### config.mk
export PLATFORM = sky130hd
export DESIGN_NAME = vi_core
export DESIGN_NICKNAME = d
export VERILOG_FILES = /design/src/common/vi_pkg.sv /design/src/source/vi_mem_delay.sv /design/src/fetch/vi_fetch.sv /design/src/decode/vi_int_registers.sv /design/src/decode/vi_bypass_ctrl.sv /design/src/decode/vi_decoder.sv /design/src/execute/vi_int_alu.sv /design/src/source/vi_core.sv
export SDC_FILE = /design/constraint.sdc
export NUM_CORES = 2
export LEC_CHECK = 0
export BUFFER_PORTS_ARGS = -buffer_cell sky130_fd_sc_hd__buf_2
export CAP_MARGIN = 20
export CORE_MARGIN = 2
export CORE_UTILIZATION = 38
export CTS_BUF_LIST = sky130_fd_sc_hd__clkbuf_8
export DETAILED_ROUTE_END_ITERATION = 8
export PLACE_DENSITY_LB_ADDON = 0.1
export REMOVE_ABC_BUFFERS = 1
export SLEW_MARGIN = 5
export SYNTH_ARGS = -nofsm -noshare
export SYNTH_HDL_FRONTEND = slang
export SYNTH_SLANG_ARGS = --single-unit
export TNS_END_PERCENT = 20
### constraint.sdc
create_clock -name clk_i -period 14.2 [get_ports clk_i]
set_clock_uncertainty 0.15 [all_clocks]
set_input_delay 2.84 -clock clk_i [delete_from_list [all_inputs] [get_ports clk_i]]
set_output_delay 2.84 -clock clk_i [all_outputs]
set_load 0.01 [all_outputs]
### src/common/vi_pkg.sv
// Shared widths and encodings; only the RV32I ALU, OP-IMM and BEQ/BNE subset is encoded here
package vi_pkg;

	localparam int XLEN       = 32;
	localparam int PADDR_W    = 20;
	localparam int LINE_W     = 128;
	localparam int REG_ADDR_W = 5;

	// Major opcodes, RISC-V encoding
	typedef enum logic [6:0] {
		OPC_OP     = 7'b0110011,
		OPC_OP_IMM = 7'b0010011,
		OPC_BRANCH = 7'b1100011
	} opcode_e;

	typedef enum logic [3:0] {
		ADD = 4'd0,
		SUB = 4'd1,
		AND = 4'd2,
		OR  = 4'd3,
		XOR = 4'd4,
		SLT = 4'd5,
		SLL = 4'd6,
		SRL = 4'd7,
		BEQ = 4'd8,
		BNE = 4'd9
	} alu_op_e;

	// Fetch sequencing
	typedef enum logic {
		F_REQ  = 1'b0,
		F_WAIT = 1'b1
	} fetch_state_e;

endpackage

### src/source/vi_mem_delay.sv
// Fixed latency of MEM_DELAY cycles each way, MEM_DELAY must be 2 or more; no back-pressure
`timescale 1ns/1ns

module vi_mem_delay import vi_pkg::*; #(
	parameter int MEM_DELAY = 4
) (
	input  logic               clk_i,
	input  logic               reset_i,
	input  logic               req_i,
	input  logic [PADDR_W-1:0] req_addr_i,
	output logic               mem_read_o,
	output logic [PADDR_W-1:0] mem_read_addr_o,
	input  logic               mem_data_ready_i,
	input  logic [LINE_W-1:0]  mem_data_i,
	input  logic [PADDR_W-1:0] mem_addr_i,
	output logic               rsp_valid_o,
	output logic [LINE_W-1:0]  rsp_data_o,
	output logic [PADDR_W-1:0] rsp_addr_o
);

	logic [MEM_DELAY-1:0] req_q;
	logic [PADDR_W-1:0]   req_addr_q [MEM_DELAY];
	logic [MEM_DELAY-1:0] rsp_q;
	logic [LINE_W-1:0]    rsp_data_q [MEM_DELAY];
	logic [PADDR_W-1:0]   rsp_addr_q [MEM_DELAY];

	always_ff @(posedge clk_i) begin
		if (reset_i) begin
			req_q <= '0;
			rsp_q <= '0;
			for (int i = 0; i < MEM_DELAY; i++) begin
				req_addr_q[i] <= '0;
				rsp_data_q[i] <= '0;
				rsp_addr_q[i] <= '0;
			end
		end else begin
			req_q <= {req_q[MEM_DELAY-2:0], req_i};
			rsp_q <= {rsp_q[MEM_DELAY-2:0], mem_data_ready_i};
			req_addr_q[0] <= req_addr_i;
			rsp_data_q[0] <= mem_data_i;
			rsp_addr_q[0] <= mem_addr_i;
			for (int i = 1; i < MEM_DELAY; i++) begin
				req_addr_q[i] <= req_addr_q[i-1];
				rsp_data_q[i] <= rsp_data_q[i-1];
				rsp_addr_q[i] <= rsp_addr_q[i-1];
			end
		end
	end

	// Oldest stage faces memory outward and fetch inward
	assign mem_read_o      = req_q[MEM_DELAY-1];
	assign mem_read_addr_o = req_addr_q[MEM_DELAY-1];
	assign rsp_valid_o     = rsp_q[MEM_DELAY-1];
	assign rsp_data_o      = rsp_data_q[MEM_DELAY-1];
	assign rsp_addr_o      = rsp_addr_q[MEM_DELAY-1];

	// A stale response must not reach fetch across a reset
	a_no_rsp_in_reset: assert property (
		@(posedge clk_i) reset_i |=> !rsp_valid_o
	);

endmodule

### src/fetch/vi_fetch.sv
// One line in flight at a time; responses for other line addresses are ignored
`timescale 1ns/1ns

module vi_fetch import vi_pkg::*; #(
	parameter logic [XLEN-1:0] BOOT_PC = '0
) (
	input  logic               clk_i,
	input  logic               reset_i,
	input  logic               rsp_valid_i,
	input  logic [LINE_W-1:0]  rsp_data_i,
	input  logic [PADDR_W-1:0] rsp_addr_i,
	input  logic               redirect_i,
	input  logic [XLEN-1:0]    redirect_pc_i,
	output logic               req_o,
	output logic [PADDR_W-1:0] req_addr_o,
	output logic               if_valid_o,
	output logic [XLEN-1:0]    if_instr_o,
	output logic [XLEN-1:0]    if_pc_o
);

	fetch_state_e       state_q;
	logic [XLEN-1:0]    pc_q;
	logic [PADDR_W-1:0] line_addr_q;
	logic [LINE_W-1:0]  line_q;
	logic               line_valid_q;
	logic               cancel_q;
	logic               rsp_hit;
	logic               last_word;

	// A redirect holds back the request so the target goes out next cycle
	assign req_o      = (state_q == F_REQ) && !redirect_i;
	assign req_addr_o = {pc_q[PADDR_W-1:4], 4'b0000};
	assign rsp_hit    = rsp_valid_i && (rsp_addr_i == line_addr_q);
	assign last_word  = (pc_q[3:2] == 2'b11);

	assign if_valid_o = line_valid_q;
	assign if_instr_o = line_q[pc_q[3:2]*XLEN +: XLEN];
	assign if_pc_o    = pc_q;

	always_ff @(posedge clk_i) begin
		if (reset_i) begin
			state_q      <= F_REQ;
			pc_q         <= BOOT_PC;
			line_valid_q <= 1'b0;
			cancel_q     <= 1'b0;
		end else begin
			if (redirect_i)
				pc_q <= redirect_pc_i;
			else if (line_valid_q)
				pc_q <= pc_q + XLEN'(4);

			case (state_q)
				F_REQ: begin
					if (req_o)
						state_q <= F_WAIT;
				end
				F_WAIT: begin
					if (line_valid_q) begin
						if (redirect_i || last_word) begin
							line_valid_q <= 1'b0;
							state_q      <= F_REQ;
						end
					end else if (rsp_hit && (cancel_q || redirect_i)) begin
						// Wrong-path line arrived, drop it and refetch
						cancel_q <= 1'b0;
						state_q  <= F_REQ;
					end else if (rsp_hit) begin
						line_valid_q <= 1'b1;
					end else if (redirect_i) begin
						cancel_q <= 1'b1;
					end
				end
				default: state_q <= F_REQ;
			endcase
		end
	end

	always_ff @(posedge clk_i) begin
		if (req_o)
			line_addr_q <= req_addr_o;
		if (state_q == F_WAIT && !line_valid_q && !cancel_q && rsp_hit)
			line_q <= rsp_data_i;
	end

	a_no_req_in_wait: assert property (
		@(posedge clk_i) disable iff (reset_i) (state_q == F_WAIT) |-> !req_o
	);

endmodule

### src/decode/vi_int_registers.sv
// Combinational read, write at the clock edge; a same-cycle write is not seen by the read
`timescale 1ns/1ns

module vi_int_registers import vi_pkg::*; (
	input  logic                  clk_i,
	input  logic                  reset_i,
	input  logic [REG_ADDR_W-1:0] rs1_addr_i,
	input  logic [REG_ADDR_W-1:0] rs2_addr_i,
	output logic [XLEN-1:0]       rs1_data_o,
	output logic [XLEN-1:0]       rs2_data_o,
	input  logic                  wr_en_i,
	input  logic [REG_ADDR_W-1:0] wr_addr_i,
	input  logic [XLEN-1:0]       wr_data_i
);

	localparam int NUM_REGS = 1 << REG_ADDR_W;

	logic [XLEN-1:0] regs_q [1:NUM_REGS-1];

	always_ff @(posedge clk_i) begin
		if (reset_i) begin
			for (int i = 1; i < NUM_REGS; i++)
				regs_q[i] <= '0;
		end else if (wr_en_i && wr_addr_i != '0) begin
			regs_q[wr_addr_i] <= wr_data_i;
		end
	end

	assign rs1_data_o = (rs1_addr_i == '0) ? '0 : regs_q[rs1_addr_i];
	assign rs2_data_o = (rs2_addr_i == '0) ? '0 : regs_q[rs2_addr_i];

	// Decode already clears the enable for x0, so writeback never targets it
	a_no_x0_write: assert property (
		@(posedge clk_i) disable iff (reset_i) wr_en_i |-> (wr_addr_i != '0)
	);

endmodule

### src/decode/vi_bypass_ctrl.sv
// Execute result wins over writeback; enables must already be qualified by valid
`timescale 1ns/1ns

module vi_bypass_ctrl import vi_pkg::*; (
	input  logic [REG_ADDR_W-1:0] rs1_addr_i,
	input  logic [REG_ADDR_W-1:0] rs2_addr_i,
	input  logic [XLEN-1:0]       rf_a_i,
	input  logic [XLEN-1:0]       rf_b_i,
	input  logic                  ex_wen_i,
	input  logic [REG_ADDR_W-1:0] ex_rd_i,
	input  logic [XLEN-1:0]       ex_result_i,
	input  logic                  wb_wen_i,
	input  logic [REG_ADDR_W-1:0] wb_rd_i,
	input  logic [XLEN-1:0]       wb_data_i,
	output logic [XLEN-1:0]       op_a_o,
	output logic [XLEN-1:0]       op_b_o
);

	function automatic logic [XLEN-1:0] select_operand(
		input logic [REG_ADDR_W-1:0] src,
		input logic [XLEN-1:0]       rf_data
	);
		logic [XLEN-1:0] result;
		result = rf_data;
		if (src != '0) begin
			if (ex_wen_i && ex_rd_i == src)
				result = ex_result_i;
			else if (wb_wen_i && wb_rd_i == src)
				result = wb_data_i;
		end
		return result;
	endfunction

	assign op_a_o = select_operand(rs1_addr_i, rf_a_i);
	assign op_b_o = select_operand(rs2_addr_i, rf_b_i);

endmodule

### src/decode/vi_decoder.sv
// Decodes OP, OP-IMM, BEQ and BNE only; everything else, SRA and SLTU included, is a bubble
`timescale 1ns/1ns

module vi_decoder import vi_pkg::*; (
	input  logic                  clk_i,
	input  logic                  reset_i,
	input  logic                  if_valid_i,
	input  logic [XLEN-1:0]       if_instr_i,
	input  logic [XLEN-1:0]       if_pc_i,
	input  logic                  kill_i,
	output logic [REG_ADDR_W-1:0] rs1_addr_o,
	output logic [REG_ADDR_W-1:0] rs2_addr_o,
	input  logic [XLEN-1:0]       op_a_i,
	input  logic [XLEN-1:0]       op_b_i,
	output logic                  ex_valid_o,
	output alu_op_e               ex_op_o,
	output logic                  ex_is_branch_o,
	output logic [XLEN-1:0]       ex_a_o,
	output logic [XLEN-1:0]       ex_b_o,
	output logic [XLEN-1:0]       ex_imm_o,
	output logic [XLEN-1:0]       ex_pc_o,
	output logic [REG_ADDR_W-1:0] ex_rd_o,
	output logic                  ex_wen_o
);

	opcode_e               opcode;
	logic [2:0]            funct3;
	logic [REG_ADDR_W-1:0] rd;
	logic [XLEN-1:0]       imm_i;
	logic [XLEN-1:0]       imm_b;
	logic [XLEN-1:0]       dec_b;
	alu_op_e               dec_op;
	logic                  dec_ok;
	logic                  dec_branch;
	logic                  dec_wen;

	assign opcode     = opcode_e'(if_instr_i[6:0]);
	assign rd         = if_instr_i[11:7];
	assign funct3     = if_instr_i[14:12];
	assign rs1_addr_o = if_instr_i[19:15];
	assign rs2_addr_o = if_instr_i[24:20];

	assign imm_i = {{(XLEN-12){if_instr_i[31]}}, if_instr_i[31:20]};
	assign imm_b = {{(XLEN-12){if_instr_i[31]}}, if_instr_i[7], if_instr_i[30:25],
		if_instr_i[11:8], 1'b0};

	always_comb begin
		dec_ok     = 1'b0;
		dec_branch = 1'b0;
		dec_wen    = (rd != '0);
		dec_op     = ADD;
		dec_b      = op_b_i;
		case (opcode)
			OPC_OP, OPC_OP_IMM: begin
				dec_ok = 1'b1;
				if (opcode == OPC_OP_IMM)
					dec_b = imm_i;
				case (funct3)
					3'b000: dec_op = (opcode == OPC_OP && if_instr_i[30]) ? SUB : ADD;
					3'b001: dec_op = SLL;
					3'b010: dec_op = SLT;
					3'b100: dec_op = XOR;
					3'b101: begin
						// Arithmetic shift is not supported
						dec_op = SRL;
						dec_ok = !if_instr_i[30];
					end
					3'b110: dec_op = OR;
					3'b111: dec_op = AND;
					default: dec_ok = 1'b0;
				endcase
			end
			OPC_BRANCH: begin
				dec_branch = 1'b1;
				dec_wen    = 1'b0;
				dec_ok     = (funct3 == 3'b000) || (funct3 == 3'b001);
				dec_op     = funct3[0] ? BNE : BEQ;
			end
			default: dec_ok = 1'b0;
		endcase
	end

	// Kill drops the word decoded in the redirect cycle
	always_ff @(posedge clk_i) begin
		if (reset_i || kill_i) begin
			ex_valid_o     <= 1'b0;
			ex_wen_o       <= 1'b0;
			ex_is_branch_o <= 1'b0;
		end else begin
			ex_valid_o     <= if_valid_i && dec_ok;
			ex_wen_o       <= if_valid_i && dec_ok && dec_wen;
			ex_is_branch_o <= if_valid_i && dec_ok && dec_branch;
		end
	end

	always_ff @(posedge clk_i) begin
		ex_op_o  <= dec_op;
		ex_a_o   <= op_a_i;
		ex_b_o   <= dec_b;
		ex_imm_o <= imm_b;
		ex_pc_o  <= if_pc_i;
		ex_rd_o  <= rd;
	end

endmodule

### src/execute/vi_int_alu.sv
// Single-cycle ALU; redirect is combinational and a taken branch retires nothing
`timescale 1ns/1ns

module vi_int_alu import vi_pkg::*; (
	input  logic                  clk_i,
	input  logic                  reset_i,
	input  logic                  ex_valid_i,
	input  alu_op_e               ex_op_i,
	input  logic                  ex_is_branch_i,
	input  logic [XLEN-1:0]       ex_a_i,
	input  logic [XLEN-1:0]       ex_b_i,
	input  logic [XLEN-1:0]       ex_imm_i,
	input  logic [XLEN-1:0]       ex_pc_i,
	input  logic [REG_ADDR_W-1:0] ex_rd_i,
	input  logic                  ex_wen_i,
	output logic [XLEN-1:0]       ex_result_o,
	output logic                  redirect_o,
	output logic [XLEN-1:0]       redirect_pc_o,
	output logic                  wb_valid_o,
	output logic [REG_ADDR_W-1:0] wb_rd_o,
	output logic [XLEN-1:0]       wb_data_o
);

	localparam int SHAMT_W = $clog2(XLEN);

	logic equal;
	logic less;

	assign equal = (ex_a_i == ex_b_i);
	assign less  = ($signed(ex_a_i) < $signed(ex_b_i));

	always_comb begin
		case (ex_op_i)
			ADD:     ex_result_o = ex_a_i + ex_b_i;
			SUB:     ex_result_o = ex_a_i - ex_b_i;
			AND:     ex_result_o = ex_a_i & ex_b_i;
			OR:      ex_result_o = ex_a_i | ex_b_i;
			XOR:     ex_result_o = ex_a_i ^ ex_b_i;
			SLT:     ex_result_o = {{(XLEN-1){1'b0}}, less};
			SLL:     ex_result_o = ex_a_i << ex_b_i[SHAMT_W-1:0];
			SRL:     ex_result_o = ex_a_i >> ex_b_i[SHAMT_W-1:0];
			default: ex_result_o = '0;
		endcase
	end

	// Only forward branches and self-branches are expected, target is PC plus offset
	assign redirect_o    = ex_valid_i && ex_is_branch_i && ((ex_op_i == BNE) ? !equal : equal);
	assign redirect_pc_o = ex_pc_i + ex_imm_i;

	always_ff @(posedge clk_i) begin
		if (reset_i)
			wb_valid_o <= 1'b0;
		else
			wb_valid_o <= ex_valid_i && ex_wen_i;
	end

	always_ff @(posedge clk_i) begin
		wb_rd_o   <= ex_rd_i;
		wb_data_o <= ex_result_o;
	end

endmodule

### src/source/vi_core.sv
// In-order core without caches, loads or stores; memory must answer every read, never stalls
`timescale 1ns/1ns

module vi_core import vi_pkg::*; #(
	parameter int              MEM_DELAY = 4,
	parameter logic [XLEN-1:0] BOOT_PC   = '0
) (
	input  logic                  clk_i,
	input  logic                  reset_i,
	input  logic                  mem_data_ready_i,
	input  logic [LINE_W-1:0]     mem_data_i,
	input  logic [PADDR_W-1:0]    mem_addr_i,
	output logic                  mem_read_o,
	output logic [PADDR_W-1:0]    mem_read_addr_o,
	output logic                  retire_valid_o,
	output logic [REG_ADDR_W-1:0] retire_addr_o,
	output logic [XLEN-1:0]       retire_data_o
);

	logic                  req;
	logic [PADDR_W-1:0]    req_addr;
	logic                  rsp_valid;
	logic [LINE_W-1:0]     rsp_data;
	logic [PADDR_W-1:0]    rsp_addr;
	logic                  redirect;
	logic [XLEN-1:0]       redirect_pc;
	logic                  if_valid;
	logic [XLEN-1:0]       if_instr;
	logic [XLEN-1:0]       if_pc;
	logic [REG_ADDR_W-1:0] rs1_addr;
	logic [REG_ADDR_W-1:0] rs2_addr;
	logic [XLEN-1:0]       rf_a;
	logic [XLEN-1:0]       rf_b;
	logic [XLEN-1:0]       op_a;
	logic [XLEN-1:0]       op_b;
	logic                  ex_valid;
	alu_op_e               ex_op;
	logic                  ex_is_branch;
	logic [XLEN-1:0]       ex_a;
	logic [XLEN-1:0]       ex_b;
	logic [XLEN-1:0]       ex_imm;
	logic [XLEN-1:0]       ex_pc;
	logic [REG_ADDR_W-1:0] ex_rd;
	logic                  ex_wen;
	logic [XLEN-1:0]       ex_result;
	logic                  wb_valid;
	logic [REG_ADDR_W-1:0] wb_rd;
	logic [XLEN-1:0]       wb_data;

	vi_mem_delay #(.MEM_DELAY(MEM_DELAY)) u_mem_delay (
		.clk_i            (clk_i),
		.reset_i          (reset_i),
		.req_i            (req),
		.req_addr_i       (req_addr),
		.mem_read_o       (mem_read_o),
		.mem_read_addr_o  (mem_read_addr_o),
		.mem_data_ready_i (mem_data_ready_i),
		.mem_data_i       (mem_data_i),
		.mem_addr_i       (mem_addr_i),
		.rsp_valid_o      (rsp_valid),
		.rsp_data_o       (rsp_data),
		.rsp_addr_o       (rsp_addr)
	);

	vi_fetch #(.BOOT_PC(BOOT_PC)) u_fetch (
		.clk_i         (clk_i),
		.reset_i       (reset_i),
		.rsp_valid_i   (rsp_valid),
		.rsp_data_i    (rsp_data),
		.rsp_addr_i    (rsp_addr),
		.redirect_i    (redirect),
		.redirect_pc_i (redirect_pc),
		.req_o         (req),
		.req_addr_o    (req_addr),
		.if_valid_o    (if_valid),
		.if_instr_o    (if_instr),
		.if_pc_o       (if_pc)
	);

	vi_decoder u_decoder (
		.clk_i          (clk_i),
		.reset_i        (reset_i),
		.if_valid_i     (if_valid),
		.if_instr_i     (if_instr),
		.if_pc_i        (if_pc),
		.kill_i         (redirect),
		.rs1_addr_o     (rs1_addr),
		.rs2_addr_o     (rs2_addr),
		.op_a_i         (op_a),
		.op_b_i         (op_b),
		.ex_valid_o     (ex_valid),
		.ex_op_o        (ex_op),
		.ex_is_branch_o (ex_is_branch),
		.ex_a_o         (ex_a),
		.ex_b_o         (ex_b),
		.ex_imm_o       (ex_imm),
		.ex_pc_o        (ex_pc),
		.ex_rd_o        (ex_rd),
		.ex_wen_o       (ex_wen)
	);

	vi_int_registers u_int_registers (
		.clk_i      (clk_i),
		.reset_i    (reset_i),
		.rs1_addr_i (rs1_addr),
		.rs2_addr_i (rs2_addr),
		.rs1_data_o (rf_a),
		.rs2_data_o (rf_b),
		.wr_en_i    (wb_valid),
		.wr_addr_i  (wb_rd),
		.wr_data_i  (wb_data)
	);

	vi_bypass_ctrl u_bypass_ctrl (
		.rs1_addr_i  (rs1_addr),
		.rs2_addr_i  (rs2_addr),
		.rf_a_i      (rf_a),
		.rf_b_i      (rf_b),
		.ex_wen_i    (ex_wen),
		.ex_rd_i     (ex_rd),
		.ex_result_i (ex_result),
		.wb_wen_i    (wb_valid),
		.wb_rd_i     (wb_rd),
		.wb_data_i   (wb_data),
		.op_a_o      (op_a),
		.op_b_o      (op_b)
	);

	vi_int_alu u_int_alu (
		.clk_i          (clk_i),
		.reset_i        (reset_i),
		.ex_valid_i     (ex_valid),
		.ex_op_i        (ex_op),
		.ex_is_branch_i (ex_is_branch),
		.ex_a_i         (ex_a),
		.ex_b_i         (ex_b),
		.ex_imm_i       (ex_imm),
		.ex_pc_i        (ex_pc),
		.ex_rd_i        (ex_rd),
		.ex_wen_i       (ex_wen),
		.ex_result_o    (ex_result),
		.redirect_o     (redirect),
		.redirect_pc_o  (redirect_pc),
		.wb_valid_o     (wb_valid),
		.wb_rd_o        (wb_rd),
		.wb_data_o      (wb_data)
	);

	assign retire_valid_o = wb_valid;
	assign retire_addr_o  = wb_rd;
	assign retire_data_o  = wb_data;

endmodule

==> metrics.md <==
| Metric | Value |
|---|---|
| Crit path from | `u_fetch.if_pc_o[3]$_SDFFE_PP0P_` |
| ANT nets after route | `0` |
| CTS tree | `built` |
| DP Cell Count | `10700` |
| Cell row count | `around 180` |
| Initial antenna violation count | `23` |
| Worst skew pair latency | `about 1.1 ns` |
| H-tree levels | `5` |
| Via count of the routed design | `64800` |
| Sequential power share | `52.4%` |
| Int Pwr | `between 9 and 10 mW` |
| Met3 Usage GRT | `4.07%` |
| Yosys warning total | `0` |
| R2R Setup Slk | `~8 ns` |
| Bufs and invs on worst path | `3` |
| Sequential-to-total area share from yosys stat | `a little under three fifths` |
| Met1 Use GR | `36.6%` |
| Unique masters post-synth | `about 110` |
| Crit path capture | `u_decoder.ex_b_o[11]$_DFF_P_` |
| Tot Pwr | `12.2 mW` |
| Crit path kind | `flop to flop` |
| Reg2Reg Depth | `10` |
| Largest net degree at the start of global routing | `240` |
| Global-route wire length before repair | `477 mm` |
| Status | `complete, no violations` |
| CP arrival | `6.79 ns` |
| Gpl congestion | `between 0.9 and 1` |
| Die ar. | `250000 um2` |
| Power Dens Cells | `about 120 nW/um2` |
| Final net count | `8121` |
| Max Slew Vio Count | `0` |
| Min-delay worst type | `flop to flop` |
| Cell count along the critical path | `10` |
| CTS root buf | `clkbuf_8` |
| Core Area | `roughly 250000 um2` |
| Min cycle time layout | `roughly 6.0 ns` |
| Switch share | `23.8%` |
| IO Pins | `210` |
| Detailed Place HPWL | `about 220 mm` |
| Syn Area/Cell | `12.2 um2` |
| Largest delay share family, worst path | `buffers and inverters` |
| Sw power | `approximately 2.9 mW` |
| 1st-iter DRT viols | `7798` |
| Max transition margin | `24.0%` |
| Clock Sinks | `approximately 2000` |
| Startpoint types | `flop` |
| Combinational share of power | `just over 5%` |
| Drt drc | `0` |
| Max Cap Viol | `0` |
| Unrepaired setup endpoints after global routing | `no` |
| Total iterations of the first detailed-routing run | `7` |
| Peak Freq | `167 MHz` |
| Worst slew pin tran | `about 1.1 ns` |
| Post-synthesis register bit count | `1994` |
| Filler-free cell count of the finished design | `11300` |
| CP max-delay cell | `buf_4` |
| Post-synthesis cell area | `between 90000 and 100000 um2` |
| Area Growth Syn to Fin | `11.9%` |
| Total CTS buffers | `358` |
| Gr usage total | `26.6%` |
| GR Overflow Total | `0` |
| Worst setup EP type | `flop` |
| Postcts setup bufs | `0` |
| Die Y | `about 500 um` |
| CTS resizes | `0` |
| Main synth FF type | `edfxtp_1` |
| Worst R2R End | `u_decoder.ex_b_o[11]$_DFF_P_` |
| Worst path max stage delay | `0.83 ns` |
| Post-Route WL | `340 mm` |
| DR vias/cell | `between 5 and 6` |
| # hold bufs at CTS | `0` |
| Grt peak-use layer | `met2` |
| M2 GR Usage | `a little over two fifths` |
| Clk buf depth | `4` |
| Vias in the first global route | `63200` |
| Cell breakdown of the critical path | `mux4_4 -> buf_4 -> buf_4 -> buf_4 -> mux4_2 -> nand2_1 -> and3_1 -> a31oi_1 -> a221oi_1 -> o211ai_1` |
| Layout cells sized above 1 | `18.6%` |
| Die X | `500 um` |
| Max FO, Critical Path | `39` |
| Post-Syn Instances | `between 7000 and 8000` |
| LEAKAGE | `40.0 nW` |
| Post-synth ARST share | `0%` |
| Number of synthesized flops with an enable pin | `1168` |
| Final Hold Viols | `0` |
| Worst-path clk slew | `0.06 ns` |
| Fin crit share | `42.3%` |
| Required @ worst endpoint | `14.98 ns` |
| RR Startpoint | `u_fetch.if_pc_o[3]$_SDFFE_PP0P_` |
| Port bufs | `~210` |
| Finish-stage setup viols | `0` |
| Clock share of power | `42.6%` |
| Initial Utilization | `38.1%` |
| Max IR drop VDD | `0.0000925 V` |
| CP dominant cell by count | `buf_4` |
| WL per Instance | `~30 um` |
==> registers in the layout, summed over array words and instances (netlist names), 16 cells and up <==
| signal | count |
|---|---|
| u_decoder.ex_pc_o | 19 |
| u_mem_delay.rsp_data_q | 512 |
| u_decoder.ex_a_o | 32 |
| u_fetch.line_addr_q | 16 |
| u_int_alu.wb_data_o | 32 |
| u_fetch.line_q | 128 |
| u_fetch.if_pc_o | 19 |
| u_mem_delay.req_addr_q | 64 |
| u_int_registers.regs_q | 1024 |
| u_decoder.ex_b_o | 32 |
| u_mem_delay.rsp_addr_q | 80 |
==> stage by stage <==
step | setup TNS, ns | area [um2] | utilization [%] | hold WS, ns | setup slack, ns
4_1_cts | 0 | 105000 | 42.6 | 0.205 | 8.05
5_1_grt | 0 | 105000 | 42.6 | 0.218 | 7.82
6_report | 0 | 105000 | 42.6 | 0.205 | 8.19
3_3_place_gp | 0 | 97600 | 39.8 | 0.188 | 7.87
3_5_place_dp | 0 | 97700 | 39.8 | 0.194 | 7.74
2_1_floorplan | -506.02 | 90700 | - | 0.180 | -16.08
==> power groups by stage <==
stage / registers (mW) / logic, mW / clock network [mW]
2_1_floorplan: 6.47 / 0.282 / 0
3_3_place_gp: 6.48 / 0.603 / 0
3_5_place_dp: 6.49 / 0.611 / 0
4_1_cts: 6.37 / 0.613 / 5.31
5_1_grt: 6.38 / 0.648 / 5.56
6_report: 6.37 / 0.617 / 5.18
==> cell usage in the layout, fill, tap and decap left out, types with 35 or more instances in the layout <==
master       n
edfxtp_1  1168
a21oi_1    240
ha_1       134
nand3_1    170
o22ai_1     57
conb_1      36
clkbuf_8   405
a211oi_1    70
mux2i_1    191
nor3_1      60
or2_2       37
and3_1      48
buf_2      205
o21ai_0    211
a31oi_1     61
dfxtp_1    820
o221ai_1    44
and2_1    1002
buf_4      199
nor2b_1    682
nand2_1    615
nand4_1     35
inv_1      265
mux4_2     479
xnor2_1     54
nor2_1     210
==> worst register-to-register path, cell delays in order, from the launching register on <==
cell      delay, ns
dfxtp_2        0.74
mux4_4         0.84
buf_4          0.86
buf_4          0.83
buf_4          0.67
mux4_2         0.62
nand2_1        0.07
and3_1         0.21
a31oi_1        0.08
a221oi_1       0.62
o211ai_1       0.19
==> per-layer routing <==
layer / wire (um) / vias up
li1: - / 27900
met1: 143000 / 33000
met2: 156000 / 3197
met3: 25300 / 624
met4: 15000 / 0
met5: 0 / -
==> logic make-up after synthesis <==
| kind of cell | Yosys count | synth area share (%) |
|---|---|---|
| AND/OR/NAND/NOR | 3001 | 17.6 |
| other | 1 | 0.00401 |
| flip-flops | 1994 | 55.2 |
| AO/OA/AOI/OAI | 977 | 6.86 |
| XOR/XNOR | 79 | 0.741 |
| multiplexers | 705 | 14.1 |
| buffers and inverters | 753 | 3.61 |
| adder cells (fa/ha/maj) | 137 | 1.86 |
==> how the worst min path moves through the flow <==
stage                                          startpoint                            to  slack [ns]  cells past startpoint
after floorplan           u_fetch.if_pc_o[1]$_SDFFE_PP0P_  u_decoder.ex_pc_o[1]$_DFF_P_        0.18                      0
after global placement    u_fetch.if_pc_o[1]$_SDFFE_PP0P_  u_decoder.ex_pc_o[1]$_DFF_P_        0.19                      0
after detailed placement  u_fetch.if_pc_o[1]$_SDFFE_PP0P_  u_decoder.ex_pc_o[1]$_DFF_P_        0.19                      0
after CTS                 u_fetch.if_pc_o[1]$_SDFFE_PP0P_  u_decoder.ex_pc_o[1]$_DFF_P_        0.21                      0
after global routing      u_fetch.if_pc_o[1]$_SDFFE_PP0P_  u_decoder.ex_pc_o[1]$_DFF_P_        0.22                      0
final                     u_fetch.if_pc_o[1]$_SDFFE_PP0P_  u_decoder.ex_pc_o[1]$_DFF_P_        0.20                      0
==> synth_stat cells (15+ instances only) <==
| library cell | n | area [um2] |
|---|---|---|
| a21o_1 | 22 | 165 |
| o22ai_1 | 57 | 357 |
| inv_1 | 126 | 473 |
| a211oi_1 | 70 | 526 |
| xor2_1 | 25 | 219 |
| nand4_1 | 35 | 219 |
| nor2b_1 | 683 | 4270 |
| mux2_2 | 26 | 293 |
| buf_2 | 84 | 420 |
| o211ai_1 | 33 | 248 |
| nand2_1 | 617 | 2320 |
| edfxtp_1 | 1168 | 35100 |
| nor4_1 | 28 | 175 |
| buf_6 | 28 | 315 |
| dfxtp_1 | 826 | 16500 |
| a221o_1 | 17 | 170 |
| nor2_1 | 242 | 908 |
| mux2i_1 | 195 | 1950 |
| o21ai_0 | 213 | 1070 |
| or2_2 | 37 | 231 |
| a221oi_1 | 22 | 193 |
| nand2b_1 | 15 | 93.8 |
| xnor2_1 | 54 | 473 |
| buf_1 | 40 | 150 |
| buf_4 | 54 | 405 |
| and3_1 | 48 | 300 |
| o21bai_1 | 16 | 120 |
| a22oi_1 | 22 | 165 |
| and2_1 | 1002 | 6270 |
| a21oi_1 | 241 | 1210 |
| clkbuf_1 | 418 | 1570 |
| nor3_1 | 63 | 315 |
| a31oi_1 | 62 | 388 |
| mux4_2 | 483 | 10900 |
| o221ai_1 | 44 | 385 |
| ha_1 | 134 | 1680 |
| nand3_1 | 170 | 851 |
==> final cells by class <==
cell class                      count  area [um2]
Inverter                          127         477
Clock buffer                      405        5570
Clock inverter                    226        1220
Tap cell                         3220        4030
Fill cell                       22900      141000
Sequential cell                  1994       51600
Timing Repair Buffer              417        2780
Antenna cell                       19        47.5
Multi-Input combinational cell   4935       38800
No activity file was read; power rests on OpenSTA's default activity.
